`config.mk`:
```
export PLATFORM = sky130hd
export DESIGN_NAME = fp_wrapper
export DESIGN_NICKNAME = d
export VERILOG_FILES = /design/src/logic/fpu_pkg.sv /design/src/logic/fp_wrapper.sv /design/src/logic/fp_status_result.sv /design/src/logic/fp_noncomp_exec.sv /design/src/logic/fp_op_decode.sv /design/src/logic/fp_pipe_stage.sv
export VERILOG_INCLUDE_DIRS = /design/src /design/src/logic
export SDC_FILE = /design/constraint.sdc
export NUM_CORES = 1
export LEC_CHECK = 0
export ABC_AREA = 1
export BUFFER_PORTS_ARGS = -buffer_cell sky130_fd_sc_hd__buf_2
export CORE_ASPECT_RATIO = 1.25
export CORE_MARGIN = 4
export CORE_UTILIZATION = 45
export DETAILED_ROUTE_END_ITERATION = 10
export HOLD_SLACK_MARGIN = 0.06
export PLACE_DENSITY = 0.65
export SETUP_SLACK_MARGIN = 0.5
export SYNTH_ARGS = -nofsm -noshare
export SYNTH_HDL_FRONTEND = slang
export SYNTH_HIERARCHICAL = 1
export SYNTH_SLANG_ARGS = --single-unit
```
`constraint.sdc`:
```
create_clock -name clk_i -period 3.63 [get_ports clk_i]
set_input_delay 1.089 -clock clk_i [delete_from_list [all_inputs] [get_ports clk_i]]
set_output_delay 1.089 -clock clk_i [all_outputs]
set_load 0.005 [all_outputs]
```
`src/logic/fpu_config.svh`:
```
// FPU slice configuration
`ifndef FPU_CONFIG_SVH
`define FPU_CONFIG_SVH

// Register stages in the non-computational unit
`define FPU_OTHERS_LAT 2

// Operands per request
`define FPU_NARGS 2

// Op word is {vec, mod, op[3:0]}
`define FPU_OP_WIDTH 6

// Flag word is {int_fmt, src_fmt, dst_fmt, rnd_mode}
`define FPU_FLAG_WIDTH 11

// Field widths inside the op and flag words
`define FPU_OPCODE_BITS 4
`define FPU_FMT_BITS 3
`define FPU_RM_BITS 3

// Operand and result width, FP32 only
`define FPU_DATA_WIDTH 32

`endif
```
`src/logic/fpu_pkg.sv`:
```
// FPU shared types
`include "fpu_config.svh"

package fpu_pkg;

  // Operation codes, same order as the APU op field
  typedef enum logic [`FPU_OPCODE_BITS-1:0] {
    FMADD    = 4'd0,
    FNMSUB   = 4'd1,
    ADD      = 4'd2,
    MUL      = 4'd3,
    DIV      = 4'd4,
    SQRT     = 4'd5,
    SGNJ     = 4'd6,  // Kept
    MINMAX   = 4'd7,  // Kept
    CMP      = 4'd8,  // Kept
    CLASSIFY = 4'd9,  // Kept
    F2F      = 4'd10,
    F2I      = 4'd11,
    I2F      = 4'd12,
    CPKAB    = 4'd13,
    CPKCD    = 4'd14
  } fp_op_e;

  // Source and destination formats
  typedef enum logic [`FPU_FMT_BITS-1:0] {
    FP32    = 3'd0,
    FP64    = 3'd1,
    FP16    = 3'd2,
    FP8     = 3'd3,
    FP16ALT = 3'd4
  } fp_fmt_e;

  // Rounding modes, doubling as sub-op select
  typedef enum logic [`FPU_RM_BITS-1:0] {
    RNE = 3'd0,  // sgnj / min / le
    RTZ = 3'd1,  // sgnjn / max / lt
    RDN = 3'd2,  // sgnjx / eq
    RUP = 3'd3,
    RMM = 3'd4
  } fp_rm_e;

  // IEEE exception flags, RISC-V fflags order
  typedef struct packed {
    logic nv;  // Invalid
    logic dz;  // Divide by zero
    logic of;  // Overflow
    logic uf;  // Underflow
    logic nx;  // Inexact
  } fp_status_t;

  // Decoded request into execute
  typedef struct packed {
    logic [`FPU_DATA_WIDTH-1:0] op_a;
    logic [`FPU_DATA_WIDTH-1:0] op_b;
    fp_op_e                     op;
    fp_rm_e                     sub_op;
    logic                       illegal;
  } fp_dec_t;

  // Execute output into the response stage
  typedef struct packed {
    logic [`FPU_DATA_WIDTH-1:0] result;
    fp_status_t                 status;
    logic                       illegal;
  } fp_exec_t;

endpackage

```
`src/logic/fp_wrapper.sv`:
```
// FP32 coprocessor slice top
`timescale 1ns/1ns
`include "fpu_config.svh"

module fp_wrapper (
  // Clock and reset
  input  logic                                       clk_i,
  input  logic                                       rst_n_i,

  // Request handshake
  input  logic                                       apu_req_i,
  output logic                                       apu_gnt_o,

  // Request payload
  input  logic [`FPU_NARGS-1:0][`FPU_DATA_WIDTH-1:0] apu_operands_i,
  input  logic [`FPU_OP_WIDTH-1:0]                   apu_op_i,
  input  logic [`FPU_FLAG_WIDTH-1:0]                 apu_flags_i,

  // Response, pulse only
  output logic                                       apu_rvalid_o,
  output logic [`FPU_DATA_WIDTH-1:0]                 apu_rdata_o,
  output fpu_pkg::fp_status_t                        apu_rflags_o
);

  import fpu_pkg::*;

  // ----------------------------------------
  // Stage links, OTHERS_LAT + 2 registers end to end
  // ----------------------------------------
  logic     dec_valid;
  fp_dec_t  dec;
  logic     exe_valid;
  fp_exec_t exe;

  fp_op_decode i_decode (
    .clk_i       (clk_i),
    .rst_n_i     (rst_n_i),
    .req_i       (apu_req_i),
    .operands_i  (apu_operands_i),
    .op_i        (apu_op_i),
    .flags_i     (apu_flags_i),
    .gnt_o       (apu_gnt_o),
    .dec_valid_o (dec_valid),
    .dec_o       (dec)
  );

  fp_noncomp_exec i_exec (
    .clk_i       (clk_i),
    .rst_n_i     (rst_n_i),
    .dec_valid_i (dec_valid),
    .dec_i       (dec),
    .exe_valid_o (exe_valid),
    .exe_o       (exe)
  );

  fp_status_result i_result (
    .clk_i       (clk_i),
    .rst_n_i     (rst_n_i),
    .exe_valid_i (exe_valid),
    .exe_i       (exe),
    .rvalid_o    (apu_rvalid_o),
    .rdata_o     (apu_rdata_o),
    .rflags_o    (apu_rflags_o)
  );

endmodule

```
`src/logic/fp_status_result.sv`:
```
// APU response stage
`timescale 1ns/1ns
`include "fpu_config.svh"

module fp_status_result (
  input  logic                       clk_i,
  input  logic                       rst_n_i,
  input  logic                       exe_valid_i,
  input  fpu_pkg::fp_exec_t          exe_i,
  output logic                       rvalid_o,
  output logic [`FPU_DATA_WIDTH-1:0] rdata_o,
  output fpu_pkg::fp_status_t        rflags_o
);

  import fpu_pkg::*;

  // Illegal requests report invalid only
  localparam fp_status_t ILLEGAL_STATUS = '{nv: 1'b1, default: 1'b0};

  logic                       rvalid_q;
  logic [`FPU_DATA_WIDTH-1:0] rdata_q;
  fp_status_t                 rflags_q;

  // Response pulse, no back-pressure from the core
  always_ff @(posedge clk_i) begin
    if (!rst_n_i) rvalid_q <= 1'b0;
    else          rvalid_q <= exe_valid_i;
  end

  // Result and flags, held between responses
  always_ff @(posedge clk_i) begin
    if (exe_valid_i) begin
      if (exe_i.illegal) begin
        rdata_q  <= '0;              // Zero result
        rflags_q <= ILLEGAL_STATUS;
      end else begin
        rdata_q  <= exe_i.result;
        rflags_q <= exe_i.status;
      end
    end
  end

  assign rvalid_o = rvalid_q;
  assign rdata_o  = rdata_q;
  assign rflags_o = rflags_q;

  // Only NV can come out of the kept operation group
  a_only_nv: assert property (@(posedge clk_i) disable iff (!rst_n_i)
    rvalid_o |-> !(rflags_o.dz || rflags_o.of || rflags_o.uf || rflags_o.nx))
    else $error("unexpected DZ/OF/UF/NX in response");

  // A response never shows unknown data
  a_resp_known: assert property (@(posedge clk_i) disable iff (!rst_n_i)
    rvalid_o |-> !$isunknown({rdata_o, rflags_o}))
    else $error("response carries unknown bits");

endmodule

```
`src/logic/fp_noncomp_exec.sv`:
```
// FP32 non-computational datapath
`timescale 1ns/1ns
`include "fpu_config.svh"

module fp_noncomp_exec (
  input  logic              clk_i,
  input  logic              rst_n_i,
  input  logic              dec_valid_i,
  input  fpu_pkg::fp_dec_t  dec_i,
  output logic              exe_valid_o,
  output fpu_pkg::fp_exec_t exe_o
);

  import fpu_pkg::*;

  localparam logic [`FPU_DATA_WIDTH-1:0] CANON_NAN = 32'h7fc0_0000;

  // ----------------------------------------
  // Operand classification
  // ----------------------------------------
  logic [`FPU_NARGS-1:0][`FPU_DATA_WIDTH-1:0] opnd;
  logic [`FPU_NARGS-1:0] sgn;
  logic [`FPU_NARGS-1:0] is_zero;
  logic [`FPU_NARGS-1:0] is_sub;
  logic [`FPU_NARGS-1:0] is_norm;
  logic [`FPU_NARGS-1:0] is_inf;
  logic [`FPU_NARGS-1:0] is_nan;
  logic [`FPU_NARGS-1:0] is_qnan;
  logic [`FPU_NARGS-1:0] is_snan;

  assign opnd = {dec_i.op_b, dec_i.op_a};  // Index 0 is a

  for (genvar i = 0; i < `FPU_NARGS; i++) begin : g_class
    logic [7:0]  exp_f;
    logic [22:0] man_f;

    assign exp_f      = opnd[i][30:23];
    assign man_f      = opnd[i][22:0];
    assign sgn[i]     = opnd[i][31];
    assign is_zero[i] = (exp_f == 8'h00) && (man_f == '0);
    assign is_sub[i]  = (exp_f == 8'h00) && (man_f != '0);
    assign is_norm[i] = (exp_f != 8'h00) && (exp_f != 8'hff);
    assign is_inf[i]  = (exp_f == 8'hff) && (man_f == '0);
    assign is_nan[i]  = (exp_f == 8'hff) && (man_f != '0);
    assign is_qnan[i] = is_nan[i] && man_f[22];   // Quiet bit set
    assign is_snan[i] = is_nan[i] && !man_f[22];
  end

  // ----------------------------------------
  // Ordering of a against b
  // ----------------------------------------
  logic any_nan;
  logic any_snan;
  logic both_zero;
  logic mag_lt;     // |a| < |b|
  logic mag_eq;
  logic a_below_b;  // Total order, -0 below +0
  logic a_lt_b;     // IEEE less-than, zeros equal
  logic a_eq_b;

  assign any_nan   = |is_nan;
  assign any_snan  = |is_snan;
  assign both_zero = &is_zero;
  assign mag_lt    = opnd[0][30:0] < opnd[1][30:0];
  assign mag_eq    = opnd[0][30:0] == opnd[1][30:0];

  // Sign decides first, then magnitude flipped for negatives
  assign a_below_b = (sgn[0] != sgn[1]) ? sgn[0]
                   : (sgn[0] ? (!mag_lt && !mag_eq) : mag_lt);
  assign a_lt_b    = a_below_b && !both_zero;
  assign a_eq_b    = both_zero || (opnd[0] == opnd[1]);

  // RISC-V fclass mask of operand a, bit 0 is -inf
  logic [9:0] class_mask;

  assign class_mask = {is_qnan[0], is_snan[0],
                       !sgn[0] && is_inf[0],  !sgn[0] && is_norm[0],
                       !sgn[0] && is_sub[0],  !sgn[0] && is_zero[0],
                       sgn[0] && is_zero[0],  sgn[0] && is_sub[0],
                       sgn[0] && is_norm[0],  sgn[0] && is_inf[0]};

  // ----------------------------------------
  // Operation select
  // ----------------------------------------
  logic [`FPU_DATA_WIDTH-1:0] res;
  fp_status_t                 status;
  logic                       is_max;
  fp_exec_t                   exe_d;

  assign is_max = (dec_i.sub_op == RTZ);

  always_comb begin
    res    = '0;
    status = '0;
    case (dec_i.op)
      SGNJ: begin
        case (dec_i.sub_op)
          RTZ:     res = {!sgn[1], opnd[0][30:0]};         // Negated
          RDN:     res = {sgn[0] ^ sgn[1], opnd[0][30:0]};  // Xor
          default: res = {sgn[1], opnd[0][30:0]};
        endcase
      end
      MINMAX: begin
        status.nv = any_snan;
        if (&is_nan)                   res = CANON_NAN;
        else if (is_nan[0])            res = opnd[1];  // Other operand wins
        else if (is_nan[1])            res = opnd[0];
        else if (is_max != a_below_b)  res = opnd[0];
        else                           res = opnd[1];
      end
      CMP: begin
        case (dec_i.sub_op)
          RTZ: begin
            res[0]    = !any_nan && a_lt_b;
            status.nv = any_nan;   // Signaling compare
          end
          RDN: begin
            res[0]    = !any_nan && a_eq_b;
            status.nv = any_snan;  // Quiet compare
          end
          default: begin
            res[0]    = !any_nan && (a_lt_b || a_eq_b);
            status.nv = any_nan;
          end
        endcase
      end
      CLASSIFY: res = {22'b0, class_mask};
      default:  res = '0;  // Illegal, zeroed downstream anyway
    endcase
  end

  assign exe_d = '{result: res, status: status, illegal: dec_i.illegal};

  fp_pipe_stage #(
    .payload_t (fp_exec_t),
    .DEPTH     (`FPU_OTHERS_LAT)
  ) i_exe_pipe (
    .clk_i   (clk_i),
    .rst_n_i (rst_n_i),
    .valid_i (dec_valid_i),
    .data_i  (exe_d),
    .valid_o (exe_valid_o),
    .data_o  (exe_o)
  );

endmodule

```
`src/logic/fp_op_decode.sv`:
```
// APU request decode
`timescale 1ns/1ns
`include "fpu_config.svh"

module fp_op_decode (
  input  logic                                       clk_i,
  input  logic                                       rst_n_i,
  input  logic                                       req_i,
  input  logic [`FPU_NARGS-1:0][`FPU_DATA_WIDTH-1:0] operands_i,
  input  logic [`FPU_OP_WIDTH-1:0]                   op_i,
  input  logic [`FPU_FLAG_WIDTH-1:0]                 flags_i,
  output logic                                       gnt_o,
  output logic                                       dec_valid_o,
  output fpu_pkg::fp_dec_t                           dec_o
);

  import fpu_pkg::*;

  fp_op_e  op_code;
  logic    op_mod;    // Modifier bit, unsupported here
  logic    vec_op;    // Vector bit, unsupported here
  fp_fmt_e src_fmt;
  fp_fmt_e dst_fmt;
  fp_rm_e  sub_op;
  logic    sub_ok;    // Sub-op defined for this op
  logic    illegal;
  logic    gnt_q;
  logic    accept;
  fp_dec_t dec_d;

  // ----------------------------------------
  // Field split
  // ----------------------------------------
  assign op_code = fp_op_e'(op_i[`FPU_OPCODE_BITS-1:0]);
  assign op_mod  = op_i[`FPU_OPCODE_BITS];
  assign vec_op  = op_i[`FPU_OPCODE_BITS+1];

  // Integer format sits in the top bits and is ignored
  assign sub_op  = fp_rm_e'(flags_i[`FPU_RM_BITS-1:0]);
  assign dst_fmt = fp_fmt_e'(flags_i[`FPU_RM_BITS +: `FPU_FMT_BITS]);
  assign src_fmt = fp_fmt_e'(flags_i[`FPU_RM_BITS+`FPU_FMT_BITS +: `FPU_FMT_BITS]);

  // Legal op / sub-op pairs, anything else falls out as illegal
  always_comb begin
    case (op_code)
      SGNJ:     sub_ok = sub_op inside {RNE, RTZ, RDN};
      MINMAX:   sub_ok = sub_op inside {RNE, RTZ};
      CMP:      sub_ok = sub_op inside {RNE, RTZ, RDN};
      CLASSIFY: sub_ok = 1'b1;  // No sub-op
      default:  sub_ok = 1'b0;  // Dropped operations
    endcase
  end

  assign illegal = !sub_ok || op_mod || vec_op || (src_fmt != FP32) || (dst_fmt != FP32);

  // ----------------------------------------
  // Grant and decode register
  // ----------------------------------------
  always_ff @(posedge clk_i) begin
    if (!rst_n_i) gnt_q <= 1'b0;
    else          gnt_q <= 1'b1;  // Never stalls after reset
  end

  assign gnt_o  = gnt_q;
  assign accept = req_i && gnt_q;

  assign dec_d = '{op_a: operands_i[0], op_b: operands_i[1], op: op_code,
                   sub_op: sub_op, illegal: illegal};

  fp_pipe_stage #(
    .payload_t (fp_dec_t),
    .DEPTH     (1)
  ) i_dec_stage (
    .clk_i   (clk_i),
    .rst_n_i (rst_n_i),
    .valid_i (accept),
    .data_i  (dec_d),
    .valid_o (dec_valid_o),
    .data_o  (dec_o)
  );

  // Nothing enters the pipe unless granted the cycle before
  a_no_accept_wo_gnt: assert property (@(posedge clk_i) disable iff (!rst_n_i)
    dec_valid_o |-> $past(gnt_o)) else $error("request accepted while grant low");

endmodule

```
`src/logic/fp_pipe_stage.sv`:
```
// Valid-qualified pipeline
`timescale 1ns/1ns

module fp_pipe_stage #(
  parameter type         payload_t = logic,
  parameter int unsigned DEPTH     = 1
) (
  input  logic     clk_i,
  input  logic     rst_n_i,
  input  logic     valid_i,
  input  payload_t data_i,
  output logic     valid_o,
  output payload_t data_o
);

  logic [DEPTH-1:0] valid_q;         // One valid per stage
  payload_t         data_q [DEPTH];  // Payload, no reset

  // Valid chain, cleared by reset
  always_ff @(posedge clk_i) begin
    if (!rst_n_i) begin
      valid_q <= '0;
    end else begin
      valid_q[0] <= valid_i;
      for (int i = 1; i < DEPTH; i++) begin
        valid_q[i] <= valid_q[i-1];
      end
    end
  end

  // Payload only moves with its valid
  always_ff @(posedge clk_i) begin
    if (valid_i) data_q[0] <= data_i;
    for (int i = 1; i < DEPTH; i++) begin
      if (valid_q[i-1]) data_q[i] <= data_q[i-1];
    end
  end

  assign valid_o = valid_q[DEPTH-1];
  assign data_o  = data_q[DEPTH-1];

  // Output valid must be clean once out of reset
  a_valid_known: assert property (@(posedge clk_i) disable iff (!rst_n_i)
    !$isunknown(valid_o)) else $error("pipe valid_o is unknown");

endmodule

```
==> qor.yml <==
pwr:
  seqPwrFrac: 0.544
  peakVddDrop_mv: 0.343
  clkPwrFrac: 0.394
  p_sw_mw: 1.04
  power_density_nw_per_um2: 458
  internal_power_mw: 3.53
  comb_power_share: 0.062
  p_total_mw: 4.57
  p_leak_nw: 4.34
  swShare: 0.227
global_routing:
  grt.overflow.total: 0
  grtUsageTotal: 0.143
  grt_max_degree: 74
  grt_pass1_wl_um: 24600
  antenna_found_initial: 0
  grt_pass1_vias: 5114
placement:
  dpl_cell_area_um2: 9340
  dp_hpwl_um: 11300
  io_buffers: 120
  gp_congestion: 0.868
  post-place-cells: 1128
sta:
  slew_viol_final: 0
  rsz0062_at_grt: "false"
  finalSetupTns_ns: 0
  hold_ws_ns: 0.417
  timing.fmax_mhz: 344
  hold_viol: 0
  layout_worst_path_cycle_share: 0.800
  period_needed_ns: 2.90
  relSlewSlack: 0.265
  finalSetupViolations: 0
  clock_skew_ns: 0.00953
  worstMarginPinSlew_ns: 1.10
die:
  dieHeight_um: 164
  initial_utilization: 0.462
  die-area_um2: 21800
  io_pins: 123
  core_um2: 19000
  row_count: 56
  die_width_um: 133
setup_path:
  cp.required_ns: 3.79
  ff2ff_setup_slack_ns: 0.73
  crit_slowest_cell: "edfxtp_1"
  worstPathMaxFanout: 10
  critPathCaptureType: "flip-flop"
  cp-start-kind: "flip-flop"
  cp.depth: 17
  max_stage_delay_ns: 0.47
  path_common_cell: "nand2_1"
  r2r_start: "i_decode/i_dec_stage/data_q[0][70]"
  cp.buffers_inverters: 1
  path_delay_family: "simple AND/OR/NAND/NOR gates"
  criticalPathCategory: "flip-flop to flip-flop"
  cp_cell_sequence: "ha_1 > nand2_1 > nor2_1 > nand3_2 > nor3_4 > nand2_1 > nand2_1 > nand2_1 > nand2_2 > nand2_1 > nand2_2 > nand3_4 > buf_4 > nand2_4 > nand2_1 > nand2_1 > o21bai_2"
  reg2reg_depth: 17
  cp.arrival_ns: 3.06
  setup.worst_path.start: "i_decode/i_dec_stage/data_q[0][70]"
yosys:
  yosys_warnings: 6
  ys_seq_area_frac: 0.645
  async_flop_share: 0
  syn-cell-area_um2: 8770
  syn_inst: 790
  synth_seq_cells: 190
  avgSynthCellArea_um2: 11.1
  dominantRegCellSynth: "edfxtp_1"
  synth-edff-count: 185
  ys_types: 36
clock_network:
  cts_tree: "done"
  cts_buffers: 17
  clk_pin_slew_ns: 0.07
  clk_path_buf_depth: 2
  root_buffer: "clkbuf_16"
  hold_buffers: 0
  h-tree-depth: 4
  clk_latency_ns: 0.42
  cts_sinks: 190
min_path:
  hp-start: "i_exec/i_exe_pipe/data_q[0][25]"
  whs_path_depth: 0
  hold_class: "flip-flop to flip-flop"
detailed_routing:
  vias: 5263
  drt-total-wl_um: 15400
  drtAntennaViolNets: 0
  detail_route.iter0.violations: 335
  wl_per_cell_um: 13.2
  routed_via_density: 4.52
  route.detailed.drc: 0
  firstDrtPassIters: 5
layout:
  nets: 1005
  area_growth_pct: 13.8
  design_area_um2: 9980
  stdcell_count: 1164
  antenna-diode-count: 0
  fill_cells: 1734
  drive_gt1_frac: 0.214
status:
  status: "finished clean"
job:
  max-cap-violations: 0
[state kept, by name, summed over array words and instances (netlist names)]
signal,count
i_result/rflags_o,5
i_result/rdata_o,32
i_result/rvalid_o,1
i_exec/i_exe_pipe/data_q,76
i_decode/gnt_o,1
i_exec/i_exe_pipe/valid_q,2
i_decode/i_dec_stage/data_q,72
i_decode/i_dec_stage/valid_o,1
[cells in the mapped netlist, types with 3 or more instances]
cell type,count,area [um2]
dfxtp_1,5,100
nor2_1,64,240
nand2_2,12,75.1
nor3_1,6,30.0
buf_4,38,285
nand3b_1,3,22.5
o22ai_1,4,25.0
inv_1,139,522
nand2_1,177,664
edfxtp_1,185,5560
o21ai_0,8,40.0
nor4_1,7,43.8
buf_6,7,78.8
nand4_1,16,100
a21oi_1,11,55.1
o21bai_2,9,101
a32o_1,3,30.0
nand3_1,41,205
nor2_2,5,31.3
ha_1,31,388
[through the flow]
step	utilization	worst slack, ns
finish	0.526	0.727
global route	0.526	0.543
CTS	0.523	0.561
detailed placement	0.492	0.576
global placement	0.492	0.630
floorplan	-	0.660
[final timing paths]
path	endpoint
worst min register to register	i_exec/i_exe_pipe/data_q[0][63]
worst max-delay path	i_exec/i_exe_pipe/data_q[0][13]
worst max register to register	i_exec/i_exe_pipe/data_q[0][13]
worst min-delay path	i_exec/i_exe_pipe/data_q[0][63]
[logic make-up (layout without fill, tap and decap cells)]
group	after synthesis	in the layout	share of synthesized area
AND/OR/NAND/NOR	335	337	0.168
adder cells (fa/ha/maj)	31	31	0.0442
flip-flops	190	190	0.645
buffers and inverters	192	300	0.108
XOR/XNOR	1	1	0.000999
other	1	4	0.000428
AO/OA/AOI/OAI	40	40	0.0331
[cell type report]
type / count / area (um2) / area share
sequential: 190 / 5660 / 0.566
multi-input combinational: 413 / 2210 / 0.221
timing repair buffer: 127 / 666 / 0.0667
inverter: 141 / 542 / 0.0543
clock buffer: 18 / 429 / 0.0430
tap: 261 / 327 / 0.0327
clock inverter: 14 / 156 / 0.0157
[placed cells by master (no fill, tap or decap), drive strengths merged, types with 4 or more instances in the layout]
cell type / synthesis / layout
nand4: 16 / 16
conb: 1 / 4
clkbuf: 2 / 18
o21bai: 9 / 9
edfxtp: 185 / 185
nand2: 190 / 192
nor4: 8 / 8
o21ai: 8 / 8
nor2: 69 / 69
dfxtp: 5 / 5
clkinv: 1 / 8
a21oi: 11 / 11
nand3: 42 / 42
o22ai: 4 / 4
ha: 31 / 31
nor3: 7 / 7
inv: 140 / 143
buf: 49 / 127
[power by group through the flow]
stage               Clock [mW]  Sequential, mW  Combinational, mW
global placement             0            2.53              0.266
finish                    1.80            2.48              0.284
global route              1.95            2.49              0.324
floorplan                    0            2.53              0.178
CTS                       1.85            2.49              0.271
detailed placement           0            2.53              0.269
[worst reg2reg max path, cell delays in order, from the launching register on]
cell and delay [ns]:
edfxtp_1 0.47, ha_1 0.33, nand2_1 0.07, nor2_1 0.18
nand3_2 0.18, nor3_4 0.19, nand2_1 0.07, nand2_1 0.12
nand2_1 0.08, nand2_2 0.08, nand2_1 0.07, nand2_2 0.08
nand3_4 0.15, buf_4 0.19, nand2_4 0.13, nand2_1 0.09
nand2_1 0.08, o21bai_2 0.08
[repair_timing]
item,4_1_cts,5_1_grt
setup buffers,0,2
setup endpoints to repair,0,32
resized for setup,0,4
[routing by layer]
layer / up-vias / routed length [um] / global-route usage
met5: - / 0 / 0
met3: 19 / 790 / 0.0368
met1: 2323 / 6850 / 0.182
met4: 0 / 327 / 0.0529
met2: 149 / 7440 / 0.238
li1: 2772 / - / -
(Power assumes the default switching activity.)
